`src/logic/oramPkg.sv`:
```
// Tree geometry constants for the Path ORAM
// Shared types for client, backend, stash and DRAM traffic
`default_nettype none

package oramPkg;

	// ------------------------------------------------------------------------
	// Tree geometry
	// ------------------------------------------------------------------------

	localparam int OramLevels = 4;
	localparam int OramZ = 2;
	localparam int NumBlocks = 16;
	localparam int PathSlots = OramLevels * OramZ;

	typedef logic [$clog2(NumBlocks)-1:0] addrT;
	typedef logic [OramLevels-2:0] leafT;
	typedef logic [31:0] dataT;

	// Slot address is bucket * OramZ + slot
	typedef logic [4:0] dramAddrT;

	// ------------------------------------------------------------------------
	// Structs
	// ------------------------------------------------------------------------

	// One DRAM word, also a stash entry
	typedef struct packed {
		logic valid;
		addrT addr;
		leafT leaf;
		dataT data;
	} slotT;

	typedef struct packed {
		logic write;
		addrT addr;
		dataT data;
	} oramCmdT;

	// Request handed from frontend to backend
	typedef struct packed {
		logic write;
		addrT addr;
		leafT oldLeaf;
		leafT newLeaf;
		dataT data;
	} beReqT;

	typedef struct packed {
		logic write;
		dramAddrT addr;
	} dramCmdT;

endpackage

`default_nettype wire

```
`src/logic/oramFrontend.sv`:
```
// Client command intake and position map with LFSR leaf remapping
// Request register toward the backend and read result return register
`timescale 1ns/1ps
`default_nettype none

module oramFrontend (
	input  logic             Clock,
	input  logic             rstN,
	input  oramPkg::oramCmdT cmd,
	input  logic             cmdValid,
	output logic             cmdReady,
	output oramPkg::dataT    dataOut,
	output logic             dataOutValid,
	input  logic             dataOutReady,
	output oramPkg::beReqT   beReq,
	output logic             reqValid,
	input  logic             reqReady,
	input  oramPkg::dataT    loadData,
	input  logic             loadValid,
	output logic             loadReady
);
	import oramPkg::*;

	leafT posMap [NumBlocks];
	logic [15:0] lfsr;
	logic lfsrFeedback;
	logic cmdFire;
	logic loadFire;

	// Only one request may wait for the backend
	assign cmdReady = !reqValid;
	assign cmdFire = cmdValid && cmdReady;

	// Output register takes a result only when empty
	assign loadReady = !dataOutValid;
	assign loadFire = loadValid && loadReady;

	// Taps 16, 14, 13, 11
	assign lfsrFeedback = lfsr[15] ^ lfsr[13] ^ lfsr[12] ^ lfsr[10];

	// ------------------------------------------------------------------------
	// Position map, LFSR and valid flags
	// ------------------------------------------------------------------------

	always_ff @(posedge Clock or negedge rstN) begin
		if (!rstN) begin
			posMap <= '{default: '0};
			lfsr <= 16'hACE1;
			reqValid <= 1'b0;
			dataOutValid <= 1'b0;
		end else begin
			lfsr <= {lfsr[14:0], lfsrFeedback};
			// Remap at accept so a queued request sees the new leaf
			if (cmdFire) begin
				posMap[cmd.addr] <= leafT'(lfsr);
			end
			if (cmdFire) begin
				reqValid <= 1'b1;
			end else if (reqReady) begin
				reqValid <= 1'b0;
			end
			if (loadFire) begin
				dataOutValid <= 1'b1;
			end else if (dataOutReady) begin
				dataOutValid <= 1'b0;
			end
		end
	end

	// Request and result payloads
	always_ff @(posedge Clock) begin
		if (cmdFire) begin
			beReq.write <= cmd.write;
			beReq.addr <= cmd.addr;
			beReq.oldLeaf <= posMap[cmd.addr];
			beReq.newLeaf <= leafT'(lfsr);
			beReq.data <= cmd.data;
		end
		if (loadFire) begin
			dataOut <= loadData;
		end
	end

endmodule

`default_nettype wire

```
`config.mk`:
```
export PLATFORM = sky130hd
export DESIGN_NAME = oramFrontend
export DESIGN_NICKNAME = d
export VERILOG_FILES = /design/src/logic/oramPkg.sv /design/src/logic/oramFrontend.sv
export SDC_FILE = /design/constraint.sdc
export NUM_CORES = 1
export LEC_CHECK = 0
export CORE_MARGIN = 5
export CORE_UTILIZATION = 60
export CTS_BUF_LIST = sky130_fd_sc_hd__clkbuf_8
export DETAILED_ROUTE_END_ITERATION = 16
export DONT_BUFFER_PORTS = 1
export PLACE_DENSITY = 0.76
export SLEW_MARGIN = 40
export SYNTH_ARGS = -nofsm -noshare
export SYNTH_HDL_FRONTEND = slang
export SYNTH_SLANG_ARGS = --single-unit
```
`constraint.sdc`:
```
create_clock -name Clock -period 3.3 [get_ports Clock]
set_input_delay 0.33 -clock Clock [delete_from_list [all_inputs] [get_ports Clock]]
set_output_delay 0.33 -clock Clock [all_outputs]
set_load 0.02 [all_outputs]
```
Word level (Yosys, flattened, before mapping)
Cells that the tools add are included.
Operators by class
  magnitude comparators: 2
  mux-type cells: 10
  bitwise logic cells: 4
  reductions and logical operators: 7
Operators with widths (number)
  48-bit bitwise mux: 1
  3-bit binary-select mux with 4-bit select: 1
  3-bit demux with 4-bit select: 1
  3-bit 2-to-1 mux: 3
  5-bit greater-or-equal comparator (second input constant): 1
  5-bit by 1-bit less-than comparator with 1-bit output (second input constant): 1
  4-bit inverter with 5-bit output: 1
  1-bit 2-to-1 mux: 4
  2-bit nonzero test: 2
  1-bit logical AND: 3
  1-bit XOR: 3
  1-bit zero test: 2
Storage, ports and cells
  flip-flop bits (word level): 141
  input port bits: 75
  output and inout port bits: 79
  logic and storage cells: 48

Depth between registers and ports, before layout
  depth after elaboration: 6
  depth in mapped cells: 5
  mapped depth without buffers: 3

Worst setup path after synthesis
OpenSTA, ideal clock, no wires.
  kind: reg2reg
  from: reg reqValid
  to: reg beReq[0] in the netlist's numbering, enable pin
  library setup time: 0.449 ns
  arrival time: 2.492 ns
  data required time: 2.851 ns
  path slack: 0.360 ns
  cell stages (with the launch flop): 2
  buffers on the path: 0
  period minus slack after synthesis: 2.940 ns
  cell sequence: dfrtp_1 > nor2b_1
Between the ends
  longest elaborated chain between the ends: 2
Ends and longest elaborated chain
  from (decl): RTL line oramFrontend.sv:16  | output logic reqValid,
  from (signal assigned): RTL line oramFrontend.sv:49  | reqValid <= 1'b0;
  from (signal assigned): RTL line oramFrontend.sv:58  | reqValid <= 1'b1;
  from (signal assigned): RTL line oramFrontend.sv:60  | reqValid <= 1'b0;
  1-bit zero test: RTL line oramFrontend.sv:31  | assign cmdReady = !reqValid;
  1-bit logical AND: RTL line oramFrontend.sv:32  | assign cmdFire = cmdValid && cmdReady;
  via cmdFire: RTL line oramFrontend.sv:27  | logic cmdFire;
  to (decl): RTL line oramFrontend.sv:15  | output oramPkg::beReqT beReq,
The timed path passes the listed nets, and every way through them passes these cells.
A chain may end at the register's enable or synchronous reset.

Worst setup path in the final report
  from: reg reqValid
  to: reg beReq[14] in the netlist's numbering, enable pin
The elaborated chain is that of the path after synthesis.

==> summary.txt <==
Synth area leader - edfxtp_1
most common cell in the netlist - edfxtp_1
Iter 0 DRT Violations - 133
# rows - 33
largest cells by area after synthesis - edfxtp_1 (44%), dfrtp_1 (28%), mux2_2 (9.9%), mux4_2 (5.3%), dfstp_2 (4.1%)
Root Buffer - clkbuf_8
worst reg2reg setup slack - 1.54 ns
Worst setup SP type - flip-flop
RSZ-0062 raised after global routing - false
synth cell count leaders - edfxtp_1 (75), dfrtp_1 (58), mux2_2 (45)
DPL Wire Length - 7.242 mm
# clock sinks - 141
synthesized flop and latch total - 141
Synthesis Warnings - 0
die area - 10480 um^2
Die W - 102.4 um
synth unique cells - 26
Final setup viols - 0
DR DRC count - 0
CP max FO - 24
net count after synthesis - 333
vias in the first global route - 2852
first-pass GRT wire length - 18.01 mm
Yosys top cell area share - 0.4398
data required time of the worst path - 3.43 ns
Clk pin slew, worst setup/hold paths - 0.08 ns
Netlist Area Pre-Place - 5121 um^2
DRT Pass-1 Iters - 4
period utilization - 0.5335
Post-synth EDFFs - 75
drt via density - 5.744
Critical Path Start - reqValid
GR Overflow Total - 0
Routed WL - 12.23 mm
final instance area - 6445 um^2
uppermost layer routed - met4
diode count - 0
CTS tree - yes
crit path to - beReq[14]
DR WL met3 - 1.229 mm
Placer Congestion - 0.7777
peak supply drop - 0.3200 mV
initial antenna violation count - 0
nets@finish - 418
area delta synth->final - 25.85%
Fmax - 568.0 MHz
largest net degree at the start of global routing - 67
Rel. slew slack - 0.5720
M1 WL - 4.332 mm
ys async rst share - 0.4681
layout cells sized above 1 - 0.3118
Syn Inst Count - 258
Final min period - 1.761 ns
met2 wire length - 6.240 mm
sequential fraction of the synthesis area - 0.7642
R2R Path Start - reqValid
antenna-violating nets left - 0
CTS buffer count - 17
worst slew pin tran - 0.6406 ns
Setup Fix Bufs, Post-CTS - 0
CTS Buffer Depth - 2
min-delay worst type - input port to flip-flop
GRT Total Usage - 0.2465
Static Leak - 2.654 nW
core area - 8258 um^2
drt wl/cell - 26.53 um
Hold Vio Cnt, Final - 0
pwr dens - 599.0 nW/um^2
routed via count - 2648
Arr. time, crit path - 1.89 ns
max-cap viol count - 0
Post-synth top flop - edfxtp_1
Initial Utilization - 0.6202
Area after DPL - 5229 um^2
kind of critical path - flip-flop to flip-flop
later-pin clock latency in the skew report - 0.44 ns
setup tns final - 0 ns
CP endpoint kind - flip-flop
Max Slew Vio Count - 0
Fin Clk Skew - 0.01233 ns
number of port buffers - 0
Avg Inst Size Synth - 19.85 um^2
worst reg-to-reg path cell count - 2
# IOs - 154
htree depth - 4
status - complete, no violations
Critical R2R Capture - beReq[14]
die height - 102.4 um
-- registers in the layout (all words and copies together), names as in the netlist --
signal        cells
beReq            43
dataOut          32
dataOutValid      1
lfsr             16
posMap           48
reqValid          1
-- per-layer routing --
layer,up-vias,global-route usage
li1,1145,-
met1,1339,0.2839
met2,135,0.4108
met3,29,0.1031
met4,0,0.09889
met5,-,0
-- where the power goes --
group          total, mW  switching (mW)  internal [mW]
Clock               1.61           0.690          0.917
Combinational      0.177          0.0902         0.0867
Sequential          2.08           0.127           1.95
Total               3.86           0.908           2.95
-- logic make-up after synthesis --
kind of cell | Yosys count | synth area share
compound gates | 5 | 0.007328
xor+xnor | 3 | 0.005132
buf+inv | 11 | 0.01246
flops | 141 | 0.7642
mux | 60 | 0.1605
simple gates | 38 | 0.05033
-- worst max-delay path, cell delays in order, from the launching register on --
cell and delay, ns:
dfrtp_1 0.56, nor2b_4 0.60, buf_8 0.29
-- through the flow --
step           setup WS (ns)  hold slack, ns  power [mW]  instances    util
6_report               1.539          0.1435       3.860        461  0.7805
2_1_floorplan         0.3595         0.03441       2.167        258       -
3_5_place_dp           1.579         0.03621       2.192        356  0.6332
3_3_place_gp           1.436         0.03674       2.182        355  0.6314
4_1_cts                1.572          0.1309       3.862        461  0.7805
5_1_grt                1.464          0.1321       3.994        461  0.7805
-- cell type report --
| class | instances | area [um^2] |
|---|---|---|
| tap | 105 | 131.4 |
| clock inverter | 15 | 234.0 |
| sequential | 141 | 3914 |
| fill | 446 | 1813 |
| multi-input combinational | 106 | 1154 |
| timing repair buffer | 75 | 770.7 |
| clock buffer | 17 | 234.0 |
| inverter | 2 | 7.507 |
-- worst min-delay path by stage --
stage | start | endpoint | slack, ns | cells after the start
final | cmd[35] | beReq[36] | 0.14 | 2
after global routing | cmd[35] | beReq[36] | 0.13 | 2
after CTS | cmd[35] | beReq[37] | 0.13 | 2
after detailed placement | rstN | posMap[44] | 0.04 | 0
after global placement | rstN | lfsr[3] | 0.04 | 0
after floorplan | rstN | dataOutValid | 0.03 | 0
-- layout by cell type (no fill, tap or decap), drive strengths merged --
cell type,instances
and4bb,2
mux4,12
inv,9
buf,3
or3,1
and3,1
mux2,48
nor2b,6
xor2,1
edfxtp,75
nand4b,1
nor3b,2
a22oi,3
dfrtp,58
and2b,2
nor2,3
clkinv,2
o21bai,2
nand3,6
xnor2,2
bufinv,5
dlygate4sd3,72
clkbuf,17
nor4b,1
nand2,13
dfstp,8
clkinvlp,1
-- repair_timing --
action | CTS | global route
endpoints found under the hold margin | 137 | 0
resized for setup | 0 | 0
endpoints found under the setup margin | 0 | 0
hold buffers | 73 | 0
No activity file was read; power rests on OpenSTA's default activity.
